**config.mk**
```make
export PLATFORM = sky130hd
export DESIGN_NAME = as2650_core
export DESIGN_NICKNAME = d
export VERILOG_FILES = /design/src/hw/cpu_pkg.sv /design/src/hw/addr_unit.sv /design/src/hw/alu.sv /design/src/hw/as2650_core.sv /design/src/hw/cpu_sequencer.sv /design/src/hw/reg_file.sv /design/src/hw/status_regs.sv
export SDC_FILE = /design/constraint.sdc
export NUM_CORES = 1
export LEC_CHECK = 0
export ABC_CLOCK_PERIOD_IN_PS = 8900
export BUFFER_PORTS_ARGS = -buffer_cell sky130_fd_sc_hd__buf_2
export CORE_AREA = 3 3 151 153
export CTS_CLUSTER_DIAMETER = 30
export CTS_CLUSTER_SIZE = 8
export DETAILED_ROUTE_END_ITERATION = 16
export DIE_AREA = 0 0 154 156
export PLACE_DENSITY = 0.67
export SLEW_MARGIN = 5
export SYNTH_ARGS = -nofsm -noshare
export SYNTH_HDL_FRONTEND = slang
export SYNTH_HIERARCHICAL = 1
export SYNTH_SLANG_ARGS = --single-unit
```
**constraint.sdc**
```tcl
create_clock -name clk -period 8.9 [get_ports clk]
set_clock_uncertainty 0.05 [all_clocks]
set_input_delay 0.445 -clock clk [delete_from_list [all_inputs] [get_ports clk]]
set_output_delay 0.445 -clock clk [all_outputs]
set_load 0.03 [all_outputs]
```
**src/hw/cpu_pkg.sv**
```systemverilog
`default_nettype none

package cpu_pkg;

	localparam int DATA_W = 8;

	typedef logic [DATA_W-1:0] data_t;
	typedef logic [1:0] reg_sel_t; // 0 is r0

	// Values follow opcode bits 7:5, code 6 is the store group
	typedef enum logic [2:0] {
		alu_load = 3'd0,
		alu_eor  = 3'd1,
		alu_and  = 3'd2,
		alu_ior  = 3'd3,
		alu_add  = 3'd4,
		alu_sub  = 3'd5,
		alu_com  = 3'd7
	} alu_op_e;

	typedef enum logic [1:0] {
		cc_zero = 2'd0,
		cc_pos  = 2'd1,
		cc_neg  = 2'd2
	} cc_e;

	typedef struct packed {
		cc_e  cc;  // Bits 7:6
		logic idc;
		logic rs;  // Register bank select
		logic wc;  // With carry
		logic ovf;
		logic com; // Logical compare
		logic c;
	} psl_t;

	typedef struct packed {
		data_t value;
		cc_e   cc;
		logic  c;
		logic  ovf;
		logic  idc;
	} alu_res_t;

	typedef struct packed {
		logic     en;
		reg_sel_t sel;
		data_t    data;
	} reg_wr_t;

	typedef struct packed {
		logic  cc_en;
		cc_e   cc;
		logic  arith_en; // Take c, ovf and idc from the ALU
		logic  load_psu;
		logic  load_psl;
		data_t data;
	} status_cmd_t;

	typedef enum logic [2:0] {
		ac_hold,
		ac_fetch,      // adr from pc, pc advances
		ac_abs_hi,
		ac_abs_lo,
		ac_rel_branch,
		ac_abs_branch,
		ac_skip        // Untaken absolute branch
	} addr_cmd_e;

	typedef enum logic [3:0] {
		st_fetch,
		st_latch,
		st_exec,
		st_operand,
		st_alu,
		st_abs_hi,
		st_abs_lo,
		st_br_hi,
		st_store,
		st_store_end,
		st_halted
	} seq_state_e;

	localparam data_t OP_HALT = 8'h40;
	localparam data_t OP_NOP  = 8'hC0;
	localparam data_t OP_SPSU = 8'h12;
	localparam data_t OP_SPSL = 8'h13;
	localparam data_t OP_LPSU = 8'h92;
	localparam data_t OP_LPSL = 8'h93;

endpackage

`default_nettype wire

```
**src/hw/addr_unit.sv**
```systemverilog
`timescale 1ns/1ns
`default_nettype none

module addr_unit #(
	parameter int ADDR_W = 13
) (
	input  logic               clk,
	input  logic               reset,
	input  cpu_pkg::addr_cmd_e cmd,
	input  cpu_pkg::data_t     dbus_in,
	output logic [ADDR_W-1:0]  adr
);

	logic [ADDR_W-1:0] pc;
	logic [4:0]        hi;       // Upper address bits from the first byte
	logic [12:0]       abs_addr;
	logic [ADDR_W-1:0] disp;

	assign abs_addr = {hi, dbus_in};

	// 7-bit two's complement displacement, indirect bit ignored
	assign disp = {{(ADDR_W-7){dbus_in[6]}}, dbus_in[6:0]};

	always_ff @(posedge clk) begin
		if (reset) begin
			pc  <= '0;
			adr <= '0;
		end else begin
			case (cmd)
				cpu_pkg::ac_fetch: begin
					adr <= pc;
					pc  <= pc + 1'b1;
				end
				cpu_pkg::ac_abs_hi: begin
					adr <= pc; // Second address byte follows
					pc  <= pc + 1'b1;
				end
				cpu_pkg::ac_abs_lo: begin
					adr <= ADDR_W'(abs_addr);
				end
				cpu_pkg::ac_rel_branch: begin
					pc <= pc + disp;
				end
				cpu_pkg::ac_abs_branch: begin
					pc <= ADDR_W'(abs_addr);
				end
				cpu_pkg::ac_skip: begin
					pc <= pc + 2'd2; // Over both address bytes
				end
				default: ;
			endcase
		end
	end

	always_ff @(posedge clk) begin
		if (cmd == cpu_pkg::ac_abs_hi) begin
			hi <= dbus_in[4:0]; // Index and indirect bits dropped
		end
	end

	a_abs_lo_order: assert property (@(posedge clk) disable iff (reset)
		cmd == cpu_pkg::ac_abs_lo |-> $past(cmd) == cpu_pkg::ac_abs_hi);

endmodule

`default_nettype wire

```
**src/hw/alu.sv**
```systemverilog
`timescale 1ns/1ns
`default_nettype none

module alu (
	input  cpu_pkg::alu_op_e  op,
	input  cpu_pkg::data_t    a,
	input  cpu_pkg::data_t    b,
	input  cpu_pkg::psl_t     psl,
	output cpu_pkg::alu_res_t res
);

	function automatic cpu_pkg::cc_e cc_of(input cpu_pkg::data_t v);
		if (v[7]) begin
			return cpu_pkg::cc_neg;
		end else if (v == '0) begin
			return cpu_pkg::cc_zero;
		end
		return cpu_pkg::cc_pos;
	endfunction

	cpu_pkg::data_t result;
	logic           add_cin;
	logic           sub_cin;
	logic           a_gt;
	logic           a_lt;

	assign add_cin = psl.wc & psl.c;
	assign sub_cin = psl.wc ? psl.c : 1'b1; // Borrow chain only with wc

	// Logical compare when com is set, arithmetic otherwise
	assign a_gt = psl.com ? (a > b) : ($signed(a) > $signed(b));
	assign a_lt = psl.com ? (a < b) : ($signed(a) < $signed(b));

	always_comb begin
		case (op)
			cpu_pkg::alu_eor: result = a ^ b;
			cpu_pkg::alu_and: result = a & b;
			cpu_pkg::alu_ior: result = a | b;
			cpu_pkg::alu_add: result = a + b + add_cin;
			cpu_pkg::alu_sub: result = a + ~b + sub_cin;
			cpu_pkg::alu_com: result = a; // Only the CC matters
			default:          result = b;
		endcase
	end

	always_comb begin
		res.value = result;
		if (op == cpu_pkg::alu_com) begin
			if (a_gt) begin
				res.cc = cpu_pkg::cc_pos;
			end else if (a_lt) begin
				res.cc = cpu_pkg::cc_neg;
			end else begin
				res.cc = cpu_pkg::cc_zero;
			end
		end else begin
			res.cc = cc_of(result);
		end
		res.c   = result < a;
		res.ovf = (a[7] == b[7]) && (result[7] != a[7]);
		res.idc = result[4];
	end

endmodule

`default_nettype wire

```
**src/hw/as2650_core.sv**
```systemverilog
`timescale 1ns/1ns
`default_nettype none

module as2650_core #(
	parameter int ADDR_W = 13
) (
	input  logic              clk,
	input  logic              reset,
	input  cpu_pkg::data_t    dbus_in,
	output cpu_pkg::data_t    dbus_out,
	output logic [ADDR_W-1:0] adr,
	output logic              opreq,
	output logic              rw,
	output logic              wrp,
	input  logic              sense,
	output logic              flag
);

	cpu_pkg::addr_cmd_e   addr_cmd;
	cpu_pkg::reg_sel_t    rd_sel;
	cpu_pkg::data_t       rd_data, r0_data;
	cpu_pkg::reg_wr_t     reg_wr;
	cpu_pkg::status_cmd_t status_cmd;
	cpu_pkg::alu_op_e     alu_op;
	cpu_pkg::data_t       alu_a, alu_b;
	cpu_pkg::alu_res_t    alu_res;
	cpu_pkg::psl_t        psl;
	cpu_pkg::data_t       psu;

	cpu_sequencer cpu_sequencer_inst (.clk, .reset, .dbus_in, .rd_data, .r0_data,
		.alu_res, .psl, .psu, .addr_cmd, .rd_sel, .reg_wr, .status_cmd, .alu_op,
		.alu_a, .alu_b, .opreq, .rw, .wrp, .dbus_out);

	addr_unit #(.ADDR_W(ADDR_W)) addr_unit_inst (.clk, .reset, .cmd(addr_cmd),
		.dbus_in, .adr);

	reg_file reg_file_inst (.clk, .reset, .rs(psl.rs), .rd_sel, .rd_data, .r0_data,
		.wr(reg_wr));

	alu alu_inst (.op(alu_op), .a(alu_a), .b(alu_b), .psl, .res(alu_res));

	status_regs status_regs_inst (.clk, .reset, .sense, .cmd(status_cmd), .alu_res,
		.psu, .psl, .flag);

endmodule

`default_nettype wire

```
**src/hw/cpu_sequencer.sv**
```systemverilog
`timescale 1ns/1ns
`default_nettype none

module cpu_sequencer (
	input  logic                 clk,
	input  logic                 reset,
	input  cpu_pkg::data_t       dbus_in,
	input  cpu_pkg::data_t       rd_data,
	input  cpu_pkg::data_t       r0_data,
	input  cpu_pkg::alu_res_t    alu_res,
	input  cpu_pkg::psl_t        psl,
	input  cpu_pkg::data_t       psu,
	output cpu_pkg::addr_cmd_e   addr_cmd,
	output cpu_pkg::reg_sel_t    rd_sel,
	output cpu_pkg::reg_wr_t     reg_wr,
	output cpu_pkg::status_cmd_t status_cmd,
	output cpu_pkg::alu_op_e     alu_op,
	output cpu_pkg::data_t       alu_a,
	output cpu_pkg::data_t       alu_b,
	output logic                 opreq,
	output logic                 rw,
	output logic                 wrp,
	output cpu_pkg::data_t       dbus_out
);

	cpu_pkg::data_t      ir;
	cpu_pkg::data_t      hold;  // Immediate or memory operand
	cpu_pkg::seq_state_e state;

	logic [2:0]        op3;
	logic [1:0]        mode;  // 0 zero, 1 immediate, 3 absolute
	cpu_pkg::reg_sel_t rsel;
	logic              is_halt, grp_alu, is_store, is_arith, is_com;
	logic              do_zero, do_imm, do_abs;
	logic              is_bctr, is_bcfr, is_branch, br_abs, br_taken;
	logic              is_spsu, is_spsl, is_lpsu, is_lpsl;
	logic              commit;

	assign op3  = ir[7:5];
	assign mode = ir[3:2];
	assign rsel = ir[1:0];

	assign is_halt  = ir == cpu_pkg::OP_HALT;
	assign grp_alu  = !ir[4] && !is_halt && ir != cpu_pkg::OP_NOP;
	assign is_store = op3 == 3'd6;
	assign is_arith = op3 == 3'd4 || op3 == 3'd5;
	assign is_com   = op3 == 3'd7;
	assign do_zero  = grp_alu && mode == 2'd0;
	assign do_imm   = grp_alu && mode == 2'd1 && !is_store; // No immediate store
	assign do_abs   = grp_alu && mode == 2'd3;

	assign is_bctr   = ir[7:3] == 5'b00011;
	assign is_bcfr   = ir[7:3] == 5'b10011 && rsel != 2'd3;
	assign is_branch = is_bctr || is_bcfr;
	assign br_abs    = ir[2];
	assign br_taken  = is_bctr ? (rsel == 2'd3 || rsel == psl.cc) : (rsel != psl.cc);

	assign is_spsu = ir == cpu_pkg::OP_SPSU;
	assign is_spsl = ir == cpu_pkg::OP_SPSL;
	assign is_lpsu = ir == cpu_pkg::OP_LPSU;
	assign is_lpsl = ir == cpu_pkg::OP_LPSL;

	// Stores move data through the ALU as a plain load
	assign alu_op = is_store ? cpu_pkg::alu_load : cpu_pkg::alu_op_e'(op3);
	assign rd_sel = rsel;
	assign alu_a  = (mode == 2'd0) ? r0_data : rd_data;

	always_comb begin
		if (is_spsu) begin
			alu_b = psu;
		end else if (is_spsl) begin
			alu_b = psl;
		end else if (mode == 2'd0) begin
			alu_b = is_store ? r0_data : rd_data; // strz copies r0 out
		end else begin
			alu_b = hold;
		end
	end

	assign commit = (state == cpu_pkg::st_exec && do_zero) || state == cpu_pkg::st_alu;

	always_comb begin
		addr_cmd        = cpu_pkg::ac_hold;
		reg_wr          = '0;
		reg_wr.data     = alu_res.value;
		status_cmd      = '0;
		status_cmd.cc   = alu_res.cc;
		status_cmd.data = r0_data;
		if (commit) begin
			status_cmd.cc_en    = 1'b1;
			status_cmd.arith_en = is_arith;
			reg_wr.en           = !is_com;
			reg_wr.sel          = (mode == 2'd0 && !is_store) ? 2'd0 : rsel;
		end
		case (state)
			cpu_pkg::st_fetch: addr_cmd = cpu_pkg::ac_fetch;
			cpu_pkg::st_exec: begin
				if (do_imm || do_abs) begin
					addr_cmd = cpu_pkg::ac_fetch;
				end else if (is_branch) begin
					addr_cmd = (!br_taken && br_abs) ? cpu_pkg::ac_skip : cpu_pkg::ac_fetch;
				end else if (is_spsu || is_spsl) begin
					reg_wr.en          = 1'b1;
					status_cmd.cc_en   = 1'b1;
				end else begin
					status_cmd.load_psu = is_lpsu;
					status_cmd.load_psl = is_lpsl;
				end
			end
			cpu_pkg::st_abs_hi: addr_cmd = cpu_pkg::ac_abs_hi;
			cpu_pkg::st_abs_lo: begin
				addr_cmd = is_branch ? cpu_pkg::ac_abs_branch : cpu_pkg::ac_abs_lo;
			end
			cpu_pkg::st_br_hi: addr_cmd = br_abs ? cpu_pkg::ac_abs_hi : cpu_pkg::ac_rel_branch;
			default: ;
		endcase
	end

	always_ff @(posedge clk) begin
		if (reset) begin
			state <= cpu_pkg::st_fetch;
			ir    <= '0;
			opreq <= 1'b0;
			rw    <= 1'b0;
			wrp   <= 1'b0;
		end else begin
			case (state)
				cpu_pkg::st_fetch: begin
					opreq <= 1'b1;
					rw    <= 1'b0;
					state <= cpu_pkg::st_latch;
				end
				cpu_pkg::st_latch: begin
					ir    <= dbus_in;
					opreq <= 1'b0;
					state <= cpu_pkg::st_exec;
				end
				cpu_pkg::st_exec: begin
					if (is_halt) begin
						state <= cpu_pkg::st_halted;
					end else if (do_imm || do_abs) begin
						opreq <= 1'b1;
						state <= do_imm ? cpu_pkg::st_operand : cpu_pkg::st_abs_hi;
					end else if (is_branch && br_taken) begin
						opreq <= 1'b1;
						state <= cpu_pkg::st_br_hi;
					end else begin
						state <= cpu_pkg::st_fetch; // Also every dropped opcode
					end
				end
				cpu_pkg::st_operand: begin
					hold  <= dbus_in;
					opreq <= 1'b0;
					state <= cpu_pkg::st_alu;
				end
				cpu_pkg::st_abs_hi: state <= cpu_pkg::st_abs_lo;
				cpu_pkg::st_abs_lo: begin
					if (is_branch) begin
						opreq <= 1'b0;
						state <= cpu_pkg::st_fetch;
					end else if (is_store) begin
						rw       <= 1'b1;
						dbus_out <= rd_data;
						state    <= cpu_pkg::st_store;
					end else begin
						state <= cpu_pkg::st_operand;
					end
				end
				cpu_pkg::st_br_hi: begin
					if (br_abs) begin
						state <= cpu_pkg::st_abs_lo;
					end else begin
						opreq <= 1'b0;
						state <= cpu_pkg::st_fetch;
					end
				end
				cpu_pkg::st_store: begin
					wrp   <= 1'b1; // Address and data already stable
					state <= cpu_pkg::st_store_end;
				end
				cpu_pkg::st_store_end: begin
					wrp   <= 1'b0;
					rw    <= 1'b0;
					opreq <= 1'b0;
					state <= cpu_pkg::st_fetch;
				end
				cpu_pkg::st_halted: ; // Only reset leaves
				default: state <= cpu_pkg::st_fetch;
			endcase
		end
	end

	a_wrp_pulse: assert property (@(posedge clk) disable iff (reset)
		wrp |-> rw && opreq ##1 !wrp);

	a_halt_quiet: assert property (@(posedge clk) disable iff (reset)
		state == cpu_pkg::st_halted |=> state == cpu_pkg::st_halted && !opreq);

endmodule

`default_nettype wire

```
**src/hw/reg_file.sv**
```systemverilog
`timescale 1ns/1ns
`default_nettype none

module reg_file (
	input  logic              clk,
	input  logic              reset,
	input  logic              rs,
	input  cpu_pkg::reg_sel_t rd_sel,
	output cpu_pkg::data_t    rd_data,
	output cpu_pkg::data_t    r0_data,
	input  cpu_pkg::reg_wr_t  wr
);

	cpu_pkg::data_t r0;
	cpu_pkg::data_t bank [2][1:3]; // r1..r3 in each bank

	always_ff @(posedge clk) begin
		if (reset) begin
			r0 <= '0;
			for (int b = 0; b < 2; b++) begin
				for (int r = 1; r <= 3; r++) begin
					bank[b][r] <= '0;
				end
			end
		end else if (wr.en) begin
			if (wr.sel == 2'd0) begin
				r0 <= wr.data; // r0 is shared by both banks
			end else begin
				bank[rs][wr.sel] <= wr.data;
			end
		end
	end

	always_comb begin
		if (rd_sel == 2'd0) begin
			rd_data = r0;
		end else begin
			rd_data = bank[rs][rd_sel];
		end
	end

	assign r0_data = r0;

endmodule

`default_nettype wire

```
**src/hw/status_regs.sv**
```systemverilog
`timescale 1ns/1ns
`default_nettype none

module status_regs (
	input  logic                 clk,
	input  logic                 reset,
	input  logic                 sense,
	input  cpu_pkg::status_cmd_t cmd,
	input  cpu_pkg::alu_res_t    alu_res,
	output cpu_pkg::data_t       psu,
	output cpu_pkg::psl_t        psl,
	output logic                 flag
);

	always_ff @(posedge clk) begin
		if (reset) begin
			psu[6:0] <= '0;
		end else if (cmd.load_psu) begin
			psu[6:0] <= cmd.data[6:0];
		end
	end

	// Sense is a live input, so bit 7 follows it every cycle
	always_ff @(posedge clk) begin
		if (reset) begin
			psu[7] <= 1'b0;
		end else begin
			psu[7] <= sense;
		end
	end

	always_ff @(posedge clk) begin
		if (reset) begin
			psl <= '0;
		end else if (cmd.load_psl) begin
			psl <= cpu_pkg::psl_t'(cmd.data); // lpsl takes r0 whole
		end else begin
			if (cmd.cc_en) begin
				psl.cc <= cmd.cc;
			end
			if (cmd.arith_en) begin // add and sub only
				psl.c   <= alu_res.c;
				psl.ovf <= alu_res.ovf;
				psl.idc <= alu_res.idc;
			end
		end
	end

	assign flag = psu[6];

endmodule

`default_nettype wire

```
; ---- Yosys cells after proc, flatten, opt, wreduce, memory -nomap -nowiden
; Memory sizes are Yosys's and may differ from the RTL's. A register that Yosys moved wholly into a read port is not among the register bits.
; Index checks and enable logic that the tools add are counted.
[op_classes]
add_sub_neg = 7
n_mul = 0
div = 0
n_lt_le_gt_ge = 8
eq_ne = 48
n_shift = 0
mux = 86
bitwise_logic = 9
reduce_logical = 45
[ops]
columns = op, count
row1 = $mux 24, 3
row2 = $mux 8, 9
row3 = $pmux 13 s4, 1
row4 = $pmux 8 s6, 1
row5 = $mux 1, 37
row6 = $pmux 4 s9, 1
row7 = $mux 3, 11
row8 = $eq 3x3->1 const B, 10
row9 = $pmux 13 s2, 1
row10 = $lt 8x8->1, 3
row11 = $mux 2, 12
row12 = $reduce_or 24->1, 1
row13 = $add 8x1->8, 2
row14 = $add 8x8->8, 2
row15 = $bmux 8 s2, 1
row16 = $demux 8 s2, 1
row17 = $eq 4x3->1 const B, 4
row18 = $eq 8x5->1 const B, 2
row19 = $eq 8x8->1 const B, 2
row20 = $gt 8x8->1, 2
row21 = $mux 4, 4
row22 = $pmux 3 s5, 1
row23 = $add 13x1->13 const B, 1
row24 = $add 13x13->13, 1
row25 = 45 further kinds, 90
[word_totals]
ff_bits = 86
latchBits = 0
ram_bits = 48
romBits = 0
inputBits = 11
output_inout_bits = 25
word_cells = 224
n_memories = 1
[memory_table]
columns = name, depth, width, rd, rd_ports_with_merged_regs, write_ports, line
row1 = reg_file_inst.bank, 2, 24, 1, 1, 2, reg_file.sv:15  ; cpu_pkg::data_t bank [2][1:3];

; ---- Longest topological paths before layout
; Gate-level depths: netlist of run 1.
[logic_depth]
depth_word = 21
mapped_depth = 25
depth_no_buf = 23

; ---- Modules after synthesis
; The synthesis of run 1 kept the hierarchy.
[modules_own_cells]
columns = module, n_inst, cells_per_inst, area_each_um2, seq_area_each_um2
row1 = reg_file, 1, 190, 2568.7, 1601.5
row2 = addr_unit, 1, 314, 2436.1, 670.6
row3 = cpu_sequencer, 1, 265, 2334.7, 780.7
row4 = alu, 1, 234, 1684.1, 0.0
row5 = status_regs, 1, 57, 609.3, 320.3

; ---- Least setup slack after synthesis of run 1
; OpenSTA, ideal clock, no wires.
[synth_timing]
path_type = register to register
start = register cpu_sequencer_inst.ir[4]
end = register status_regs_inst/psl[0] (netlist name)
setup_ns = 0.086
t_arrival_ns = 4.571
required_time_ns = 8.764
slack_ns = 4.194
path_stages_with_launch = 18
path_buffers = 1
period_less_slack_ns = 4.706
cell_sequence = dfxtp_1 -> nor3b_1 -> nand4_2 -> buf_6 -> o21ai_0 -> inv_1 -> ha_1 -> nor3b_2 -> o311ai_0 -> a21o_1 -> a21oi_1 -> or3b_1 -> ha_1 -> and4_1 -> a221o_1 -> a31oi_1 -> mux2i_1 -> a211oi_1
[synth_rtl]
columns = element, line
row1 = from (decl), cpu_sequencer.sv:26  ; cpu_pkg::data_t ir;
row2 = from (signal assigned), cpu_sequencer.sv:134  ; ir <= dbus_in;

==> summary.txt, run 1 <==
Status
  • Status: finished clean

Logic synthesis
  • Netlist Area Pre-Place: between 9000 and 10000 um^2
  • Unique cell type count in the Yosys netlist: 96
  • EDFF count, synth: 69
  • Area contributors post-synth: edfxtp_1 22%, dfxtp_1 14%, mux2i_1 8.3%, ha_1 4.9%, nor2_1 3.7%
  • Post-synthesis sequential area ratio: 35.0%
  • Syn nets: 1114
  • #FFs+latches synth: 134
  • Synth Instances: 1060
  • Synth warnings: 6
  • Area share of the largest cell type after synthesis: 21.5%
  • Average size of a mapped cell: 9.09 um^2
  • Main synth FF type: edfxtp_1
  • Ys async rst share: 0%
  • Yosys top cell by area: edfxtp_1

Setup path
  • Crit start category: register
  • Critical setup path kind: register to register
  • Arr. time, crit path: 6.39 ns
  • CP startpoint: status_regs_inst/psl[4]$_SDFFE_PP0P_
  • Worst endpoint required time: roughly 9 ns
  • Setup crit end kind: register
  • Worst r2r src: status_regs_inst/psl[4]$_SDFFE_PP0P_
  • Worst-path maximum fanout: 18
  • R2r setup slk: ~2.8 ns

Die
  • Initial Util: 44.4%
  • Core area: 21700 um^2
  • Die area: 24000 um^2
  • I/O pins: 36
  • Chip Width: between 150 and 200 um
  • Row count: between 50 and 60
  • Die Y: 156 um

Cells and area
  • Nets: 1085
  • Ant. Diodes: 0
  • Ratio of cells with drive above 1 in the final layout: a little under an eighth
  • Syn-to-layout area delta: 6.78%
  • Finished Cell Area: 10300 um^2

Power and ir drop
  • Clk network pwr share: 20.3%
  • Power per Cell Area: 335 nW/um^2
  • Net load switching power: about 1600 uW
  • Cell internal pwr: ~1900 uW
  • Peak supply drop: about 0.15 mV
  • Switching share of power: 45.6%
  • Combinational cell fraction of total power: 54.3%
  • Flop pwr share: 25.4%
  • Leakage: 0.00392 uW

Detailed routing
  • Initial DRC Count: 883
  • Router iterations before antenna repair: 5
  • Vias: 7979
  • Final ANT Viol Nets: 0
  • DRC: 0
  • Vias per inst: ~6
  • WL final: approximately 26000 um
  • DR WL/cell: 19.3 um

Placement
  • Routability Congestion: 0.921
  • IO Port Bufs: 35
  • Placed Instance Area: 9700 um^2
  • Post-DP HPWL: between 15000 and 20000 um
  • Dpl ws: 2.92 ns

STA
  • Worst setup margin: between 2 and 3 ns
  • Worst Max-Slew Pin Slew: about 1.1 ns
  • Fmax achieved: 0.164 GHz
  • Final count of hold timing violations: 0
  • Max-slew violations: 0
  • Final min period: 6.10 ns
  • Slew headroom: 25.4%
  • RSZ-0062 raised after global routing: false
  • Setup_tns: 0 ns
  • Fin crit share: 68.5%
  • Final setup viols: 0

Worst hold path
  • Tightest Hold Check Type: input port to register
  • Hold path start: sense

Global routing
  • Overall Global Routing Usage: 21.1%
  • Initial antenna violation count: 0
  • GRT overflow: 0
  • Vias in the first global route: 7468
  • First-pass GRT wire length: ~40000 um
  • Pin count of the biggest net entering global routing: 50

Clock tree
  • CTS Buf Count: 17
  • Clock-pin slew on the worst setup and hold paths: 0.06 ns
  • CTS tree: yes
  • Maximum level of the CTS H-tree: 4
  • Clock Path Buffers: 2
  • Setup bufs post-CTS: 0
  • Clock Latency Late Sink: ~0.43 ns
  • Post-CTS Resized: 0
  • Hold buffers post-CTS: 0
  • Clock sinks: 134
  • Clock Root Buffer: clkbuf_16

Job
  • Max-Cap Viols: 0
## path summary, 6_finish.rpt
kind,to,depth (start not counted)
worst min register to register,cpu_sequencer_inst/wrp$_SDFFE_PP0P_,2
worst max register to register,status_regs_inst/psl[0]$_SDFFE_PP0P_,20
worst min-delay path,status_regs_inst/psu[7]$_SDFF_PP0_,2
worst max-delay path,status_regs_inst/psl[0]$_SDFFE_PP0P_,20
## final cells by class
type | count | area [um^2]
Clock buffer | 20 | 457
Inverter | 40 | 150
Tap cell | 280 | 350
Multi-Input combinational cell | 791 | 5560
Sequential cell | 134 | 3370
Clock inverter | 12 | 129
Timing Repair Buffer | 47 | 265
Fill cell | 2046 | 11400
## cell usage after synthesis, types with 6 or more instances
cell,count
nand2_1,77
o21bai_1,7
a211oi_1,29
buf_6,6
a21oi_1,60
nor4_1,14
o211ai_1,12
nand2b_1,11
xnor2_1,8
a31oi_1,6
nand4_1,8
dfxtp_1,65
a21o_1,11
nor3_1,26
ha_1,38
buf_4,29
mux2i_1,80
o22ai_1,7
o21ai_0,30
nor2_1,96
clkbuf_1,28
and3_1,29
and2_1,30
mux2_2,10
o21a_1,8
edfxtp_1,69
nand3b_1,8
nor2b_1,22
inv_1,38
o221ai_1,11
buf_2,27
nand3_1,27
a211o_1,12
## worst max-delay path, stage by stage (launching register included)
cell	delay (ns)
dfxtp_1	0.83
nand2_1	0.35
o221ai_1	0.38
nand2_1	0.10
nand3_1	0.11
o211ai_1	0.08
o21ai_0	0.33
inv_1	0.16
ha_1	0.44
nor3b_2	0.09
o311ai_0	0.66
and3_1	0.25
o21bai_1	0.06
a32oi_1	0.57
ha_1	0.37
a21o_1	0.16
a21o_1	0.18
a221o_1	0.36
a31oi_1	0.15
mux2i_1	0.09
a211oi_1	0.23
## sequential cells by signal, indices dropped and copies added (netlist names)
| signal | flops |
|---|---|
| addr_unit_inst/adr | 13 |
| addr_unit_inst/hi | 5 |
| addr_unit_inst/pc | 13 |
| cpu_sequencer_inst/dbus_out | 8 |
| cpu_sequencer_inst/hold | 8 |
| cpu_sequencer_inst/ir | 8 |
| cpu_sequencer_inst/opreq | 1 |
| cpu_sequencer_inst/rw | 1 |
| cpu_sequencer_inst/state | 4 |
| cpu_sequencer_inst/wrp | 1 |
| reg_file_inst/bank | 48 |
| reg_file_inst/r0_data | 8 |
| status_regs_inst/flag | 1 |
| status_regs_inst/psl | 8 |
| status_regs_inst/psu | 7 |
## cells in the final DEF, fill, tap and decap left out, types with 26 or more instances in the layout
master,count
and2_1,30
edfxtp_1,69
nand2_1,77
mux2i_1,80
a21oi_1,59
dfxtp_1,64
buf_2,35
a211oi_1,29
and3_1,29
nor3_1,26
ha_1,38
inv_1,38
nand3_1,27
o21ai_0,29
nor2_1,96
## per-layer routing
metal / share of wire, % / vias to the layer above / global-route usage [%]
li1: - / 3841 / -
met1: 46 / 3804 / 29.4
met2: 46 / 301 / 33.9
met3: 6.2 / 33 / 3.94
met5: 0 / - / 0
met4: 1.7 / 0 / 5.72
## power by group through the flow
stage          sequential [uW]  clock, uW  combinational [uW]
3_3_place_gp               879          0                1800
6_report                   875        698                1870
4_1_cts                    870        707                1850
5_1_grt                    888        732                2070
3_5_place_dp               883          0                1840
2_1_floorplan              839          0                1500
## cell families (layout without fill, tap and decap cells)
group	count (synthesis)	count (layout)	synth area share, %
compound gates	245	245	17.9
fa+ha+maj	43	43	5.97
xor+xnor	12	12	1.09
buf+inv	135	119	7.30
mux	91	91	9.64
flops	134	134	35.0
simple gates	400	400	23.0
## stage by stage
step	power, uW	cells	util [%]	hold WS, ns
5_1_grt	3690	1324	47.4	0.195
4_1_cts	3430	1324	47.4	0.169
6_report	3450	1324	47.4	0.187
2_1_floorplan	2340	1060	-	0.410
3_5_place_dp	2720	1292	44.7	0.435
3_3_place_gp	2680	1292	44.7	0.422
Power figures use the tool's default switching activity.
==> inputs of run 2 (changes only) <==
- ABC_CLOCK_PERIOD_IN_PS: 8900 -> 5500
- PLACE_DENSITY: 0.67 -> 0.7
- clock period: 8.9 -> 5.5 ns (I/O delays scaled with it)
==> run 2 against run 1 <==
Worst setup slack worse by 2.4 ns. Via count up 0.78%. Power up 62%. Fmax up 21%. Clock power up 52%. Critical path depth down 2. Register-to-register slack worse by 2.4 ns. Clock-buffer cell count down 2. First-iteration DRC count down 19%. Combinational power up 66%. Critical path type unchanged. Largest cell class unchanged. Largest power group unchanged.
==> summary.txt, run 2 (synthesized netlist as in run 1, its figures left out) <==
Clock tree
  • Setup bufs post-CTS: 0
  • Clock Latency Late Sink: 0.43 ns
  • Clock Path Buffers: 2
  • Maximum level of the CTS H-tree: 4
  • Clock Root Buffer: clkbuf_16
  • CTS tree: yes
  • CTS Buf Count: 17
  • Hold buffers post-CTS: 0
  • Clock sinks: 134
  • Clock-pin slew on the worst setup and hold paths: 0.06 ns

Placement
  • Post-DP HPWL: 18500 um
  • IO Port Bufs: 35
  • Cell Count Post-Placement: 1308
  • Routability Congestion: 0.927
  • Dpl ws: 0.392 ns

STA
  • Slew headroom: 25.0%
  • Fmax achieved: 0.198 GHz
  • Worst Max-Slew Pin Slew: 1.12 ns
  • Setup_tns: 0 ns
  • Final count of hold timing violations: 0
  • Final setup viols: 0
  • RSZ-0062 raised after global routing: false
  • Final min period: 5.06 ns
  • Max-slew violations: 0
  • Worst setup margin: 0.444 ns
  • Fin crit share: between 90% and 100%

Detailed routing
  • Initial DRC Count: 715
  • Vias: 8041
  • WL final: ~26000 um
  • Final ANT Viol Nets: 0
  • DRC: 0
  • Vias per inst: 6.00
  • DR WL/cell: 19.5 um
  • Router iterations before antenna repair: 5

Global routing
  • Global-route met1 utilization: 29.8%
  • Met2 Usage GRT: 33.2%
  • Initial antenna violation count: 0
  • Overall Global Routing Usage: 21.3%
  • Global route hottest layer: met2
  • Vias in the first global route: approximately 7500
  • First-pass GRT wire length: 41200 um
  • Pin count of the biggest net entering global routing: 72
  • GRT overflow: 0
  • Met3 usage: 4.08%

Worst hold path
  • Hold path start: sense
  • Tightest Hold Check Type: input port to register
  • Worst Hold End: status_regs_inst/psu[7]$_SDFF_PP0_
  • Hold Path Stages: 2

Power and ir drop
  • Power per Cell Area: roughly 540 nW/um^2
  • Peak supply drop: roughly 0.24 mV
  • Leakage: 0.00398 uW
  • Total chip power: 5580 uW

Die
  • Die area: 24000 um^2
  • Row count: 54
  • Initial Util: 44.4%
  • Chip Width: 154 um
  • Core area: 21700 um^2
  • Die Y: 156 um
  • I/O pins: 36

Setup path
  • Worst path cell trace: nor3b_1 > nand4_2 > o21ai_2 > inv_1 > fa_1 > inv_1 > fa_1 > o21bai_1 > a21o_1 > a2111o_1 > a21oi_1 > o221a_2 > ha_1 > and4_1 > a221o_1 > a31oi_1 > mux2i_1 > a211oi_1
  • Worst endpoint required time: just under 6 ns
  • Worst-path maximum fanout: 8
  • Arr. time, crit path: ~5.3 ns
  • Slowest CP cell: dfxtp_1
  • Crit start category: register
  • R2r setup slk: ~0.44 ns
  • R2R depth: 18
  • Critical setup path kind: register to register
  • Critical R2R Capture: status_regs_inst/psl[0]$_SDFFE_PP0P_
  • Setup crit end kind: register
  • Largest stage delay, worst path: 0.56 ns
  • Worst r2r src: cpu_sequencer_inst/ir[4]$_SDFFE_PP0P_

Cells and area
  • Commonest non-fill, non-tap cell in the layout: nor2_1
  • Ratio of cells with drive above 1 in the final layout: around an eighth
  • Layout Cells excl Fill: roughly 1300
  • Fin util: 47.8%
  • Commonest non-fill, non-tap cells in the layout: 96 x nor2_1, 80 x mux2i_1, 77 x nand2_1
  • Biggest registers after layout: reg_file_inst/bank x48, addr_unit_inst/adr x13, addr_unit_inst/pc x13
  • Nets: 1101
  • Syn-to-layout area delta: 7.66%
  • Max reg flops: 48
  • Top reg by flops: reg_file_inst/bank

Status
  • Status: finished clean

Job
  • Max-Cap Viols: 0
==> run 2: layout make-up <==
cell class | instances | area, um^2
antenna | 1 | 2.50
clock buffer | 18 | 429
clock inverter | 14 | 111
fill | 2053 | 11300
inverter | 40 | 150
multi-input combinational | 791 | 5560
sequential | 134 | 3370
tap | 280 | 350
timing repair buffer | 63 | 389
==> run 2: how the worst max path moves through the flow <==
stage | start | end | depth (start not counted)
3_5_place_dp | cpu_sequencer_inst/ir[0]$_SDFFE_PP0P_ | status_regs_inst/psl[0]$_SDFFE_PP0P_ | 21
6_report | cpu_sequencer_inst/ir[4]$_SDFFE_PP0P_ | status_regs_inst/psl[0]$_SDFFE_PP0P_ | 18
5_1_grt | cpu_sequencer_inst/ir[4]$_SDFFE_PP0P_ | status_regs_inst/psl[0]$_SDFFE_PP0P_ | 17
3_3_place_gp | cpu_sequencer_inst/ir[0]$_SDFFE_PP0P_ | status_regs_inst/psl[0]$_SDFFE_PP0P_ | 21
4_1_cts | cpu_sequencer_inst/ir[0]$_SDFFE_PP0P_ | status_regs_inst/psl[0]$_SDFFE_PP0P_ | 21
2_1_floorplan | cpu_sequencer_inst/ir[4]$_SDFFE_PP0P_ | status_regs_inst/psl[0]$_SDFFE_PP0P_ | 17
==> run 2: metal layers <==
| layer | vias to the layer above | wire length (um) | part of all wire, % |
|---|---|---|---|
| li1 | 3865 | - | - |
| met5 | - | 0 | 0 |
| met4 | 0 | 593 | 2.3 |
| met3 | 43 | 1930 | 7.4 |
| met2 | 315 | 12000 | 46 |
| met1 | 3818 | 11600 | 44 |
==> run 2: report_power, final <==
part	switching (uW)	internal, uW	total, uW
clock	446	615	1060
combinational	1900	1210	3110
sequential	220	1190	1410
total	2560	3010	5580
==> run 2: stage by stage <==
step                      hold WS, ns  cell area (um^2)
after floorplan                 0.297              9630
after global placement          0.423              9820
after detailed placement        0.438              9820
after CTS                    0.000553             10400
after global routing           0.0116             10400
final                          0.0106             10400
==> run 2: worst max-delay path, delay by kind of cell, from the launching register on <==
| kind | cells | cell delay (ns) |
|---|---|---|
| adder cells (fa/ha/maj) | 3 | 0.93 |
| buffers and inverters | 2 | 0.22 |
| AND/OR/NAND/NOR | 3 | 0.83 |
| flip-flops | 1 | 0.56 |
| AO/OA/AOI/OAI | 9 | 2.26 |
| multiplexers | 1 | 0.10 |
==> run 2: timing repair <==
action,CTS,global route
endpoints found under the hold margin,0,0
gates resized for setup,0,4
endpoints found under the setup margin,0,1
==> inputs of run 3 (changes only) <==
- CORE_AREA: 3 3 151 153 -> 3 3 145 147
- DIE_AREA: 0 0 154 156 -> 0 0 148 150
- MAX_ROUTING_LAYER: not set -> met4
- SYNTH_HIERARCHICAL: 1 -> not set
==> run 3 against run 2 <==
Design area is 3.3% lower. Clock-buffer cell count is 1 higher. Worst setup slack better by 0.014 ns. Via count up 0.39%. Sequential share of layout area increased by 1.3 points. Combinational power shrank 65%. Largest power group is now registers.
==> summary.txt, run 3 <==
Status
  • Status: finished clean

Detailed routing
  • Vias: about 8100
  • Vias per inst: 6.13
  • DR WL/cell: 21.3 um
  • Final ANT Viol Nets: 0
  • WL final: roughly 28000 um
  • Router iterations before antenna repair: 6
  • Initial DRC Count: 722
  • DRC: 0

STA
  • Fin crit share: 91.7%
  • Worst setup margin: 0.459 ns
  • Final min period: 5.04 ns
  • Fmax achieved: 0.198 GHz
  • Final count of hold timing violations: 0
  • Max-slew violations: 0
  • Setup_tns: 0 ns
  • Slew headroom: approximately 17%
  • Final setup viols: 0
  • RSZ-0062 raised after global routing: false
  • Worst Max-Slew Pin Slew: 1.24 ns

Logic synthesis
  • Largest family of logic cells by synthesized area: compound AO/OA/AOI/OAI gates
  • Area share of the largest cell type after synthesis: 23.2%
  • Count leader, synth: nor2_1
  • Area contributors post-synth: edfxtp_1 23%, dfxtp_1 15%, ha_1 6.2%, nor2_1 6.1%, mux2i_1 4.4%
  • Syn nets: between 1000 and 1500
  • EDFF count, synth: 69
  • XOR/XNOR share of the synthesized area: 2.35%
  • Unique cell type count in the Yosys netlist: 82
  • Synth top cells by count: 144 x nor2_1, 81 x nand2_1, 69 x edfxtp_1
  • Post-synthesis sequential area ratio: a little under two fifths
  • Netlist Area Pre-Place: 8930 um^2
  • Main synth FF type: edfxtp_1
  • Synth warnings: 0
  • Post-synthesis adder-cell area fraction: 7.29%
  • Post-Synth Simple-Gate Area: 19.1%
  • Synth Area in Compound Gates: 21.9%
  • #FFs+latches synth: roughly 140
  • Synth Instances: 1005
  • Fraction of synthesized area in multiplexers: 6.26%
  • Ys async rst share: 0%
  • Average size of a mapped cell: 8.88 um^2
  • Yosys top cell by area: edfxtp_1

Clock tree
  • Clock-pin slew on the worst setup and hold paths: 0.06 ns
  • Setup bufs post-CTS: 0
  • Clock Latency Late Sink: about 0.44 ns
  • Maximum level of the CTS H-tree: 4
  • CTS Buf Count: 17
  • CTS tree: yes
  • Hold buffers post-CTS: 1
  • Clock Path Buffers: 2
  • Clock sinks: between 100 and 150
  • Clock Root Buffer: clkbuf_16
  • Post-CTS Resized: 0

Setup path
  • Arr. time, crit path: ~5.3 ns
  • Crit start category: register
  • Worst endpoint required time: approximately 5.8 ns
  • Critical setup path kind: register to register
  • Setup crit end kind: register
  • Worst-path maximum fanout: 17

Global routing
  • Met3 usage: between 5 and 6%
  • Overall Global Routing Usage: 26.0%
  • Vias in the first global route: 7585
  • Initial antenna violation count: 0
  • Pin count of the biggest net entering global routing: 77
  • Global-route met1 utilization: between 30% and 40%
  • Met2 Usage GRT: 40.0%
  • Global route hottest layer: met2
  • GRT overflow: 0
  • First-pass GRT wire length: about 44000 um

Die
  • Initial Util: ~45%
  • Core area: 20000 um^2
  • Die area: 22200 um^2
  • Chip Width: 148 um
  • I/O pins: 36
  • Row count: 52
  • Die Y: approximately 150 um

Cells and area
  • Ratio of cells with drive above 1 in the final layout: 13.5%
  • Max reg flops: 48
  • Multi-input gate area: 5080 um^2
  • FILL cells: 1950
  • Nets: 1094
  • Commonest non-fill, non-tap cells in the layout: 144 x nor2_1, 81 x nand2_1, 69 x edfxtp_1
  • Layout Cells excl Fill: 1317
  • Syn-to-layout area delta: 12.4%
  • Fin util: 50.1%
  • Reg area: ~3400 um^2
  • Commonest non-fill, non-tap cell in the layout: nor2_1
  • Ant. Diodes: 0
  • Biggest registers after layout: reg_file_inst.bank x48, addr_unit_inst.adr x13, addr_unit_inst.pc x13
  • Top reg by flops: reg_file_inst.bank

Power and ir drop
  • Leakage: slightly below 0.004 uW
  • Power per Cell Area: ~340 nW/um^2
  • Total chip power: roughly 3400 uW
  • Peak supply drop: between 0.2 and 0.25 mV

Placement
  • IO Port Bufs: 35
  • Routability Congestion: 1.03
  • Post-DP HPWL: between 20000 and 25000 um
  • Cell Count Post-Placement: 1284
  • Dpl ws: 0.516 ns

Worst hold path
  • Tightest Hold Check Type: input port to register

Job
  • Max-Cap Viols: 0
[run 3: cell count changes in the layout (fill, tap and decap cells not counted), moves of 8 or more]
cell      change
buf_4        +11
nor2_1       +48
and2_1       -20
nor4_1        -8
o21ai_0       +8
a221oi_1      +9
a211oi_1      +9
a211o_1       -9
and3_1       -19
mux2i_1      -41
nor2b_1      -11
[run 3: cell type report]
cell class                 count  area share, %
clock inverter                13           1.31
tap                          270           3.37
inverter                      45           1.68
clock buffer                  19           4.32
multi-input combinational    760           50.6
timing repair buffer          75           4.89
sequential                   135           33.8
[run 3: metrics by stage]
| step | cell area (um^2) | hold slack [ns] |
|---|---|---|
| 2_1_floorplan | 8930 | 0.324 |
| 3_3_place_gp | 9460 | 0.433 |
| 3_5_place_dp | 9460 | 0.439 |
| 4_1_cts | 10000 | 0.0622 |
| 5_1_grt | 10000 | 0.0691 |
| 6_report | 10000 | 0.0727 |
[run 3: logic make-up after synthesis]
kind of cell / count (synthesis)
buffers and inverters: 110
adder cells (fa/ha/maj): 49
multiplexers: 50
AO/OA/AOI/OAI: 277
AND/OR/NAND/NOR: 360
flip-flops: 135
XOR/XNOR: 24
[run 3: per-layer routing]
layer	share of wire, %	wire length, um
met3	8.6	2420
met1	42	11800
met2	46	12800
met5	0	0
met4	3.9	1100
[run 3: critical path: stages, from the launching register on]
cell	delay, ns
dfxtp_1	0.54
buf_12	0.23
mux2i_1	0.13
mux4_2	0.57
o211a_1	0.26
o21ai_1	0.16
o31a_1	0.25
inv_1	0.09
ha_1	0.40
or3_1	0.46
o22ai_1	0.24
o41ai_1	0.13
o2111ai_1	0.20
nand2_1	0.14
o21ai_1	0.22
inv_1	0.07
ha_1	0.32
nor3_1	0.18
a211oi_1	0.08
a211oi_1	0.22
[run 3: power breakdown]
part           total (uW)  internal (uW)  leakage, uW  switching [uW]
Sequential           1190           1120      0.00122            72.8
Clock                1120            634     0.000272             482
Combinational        1080            401      0.00245             678
Total                3380           2150      0.00394            1230
[run 3: final timing paths]
path                                          from                               endpoint  slack [ns]  cells past startpoint
max                                       register   status_regs_inst.psl[2]$_SDFFE_PP0P_        0.46                     19
min                                     dbus_in[6]   cpu_sequencer_inst.hold[6]$_DFFE_PP_        0.07                      1
max reg2reg                               register   status_regs_inst.psl[2]$_SDFFE_PP0P_        0.46                     19
min reg2reg  cpu_sequencer_inst.opreq$_SDFFE_PP0P_  cpu_sequencer_inst.opreq$_SDFFE_PP0P_        0.45                      2
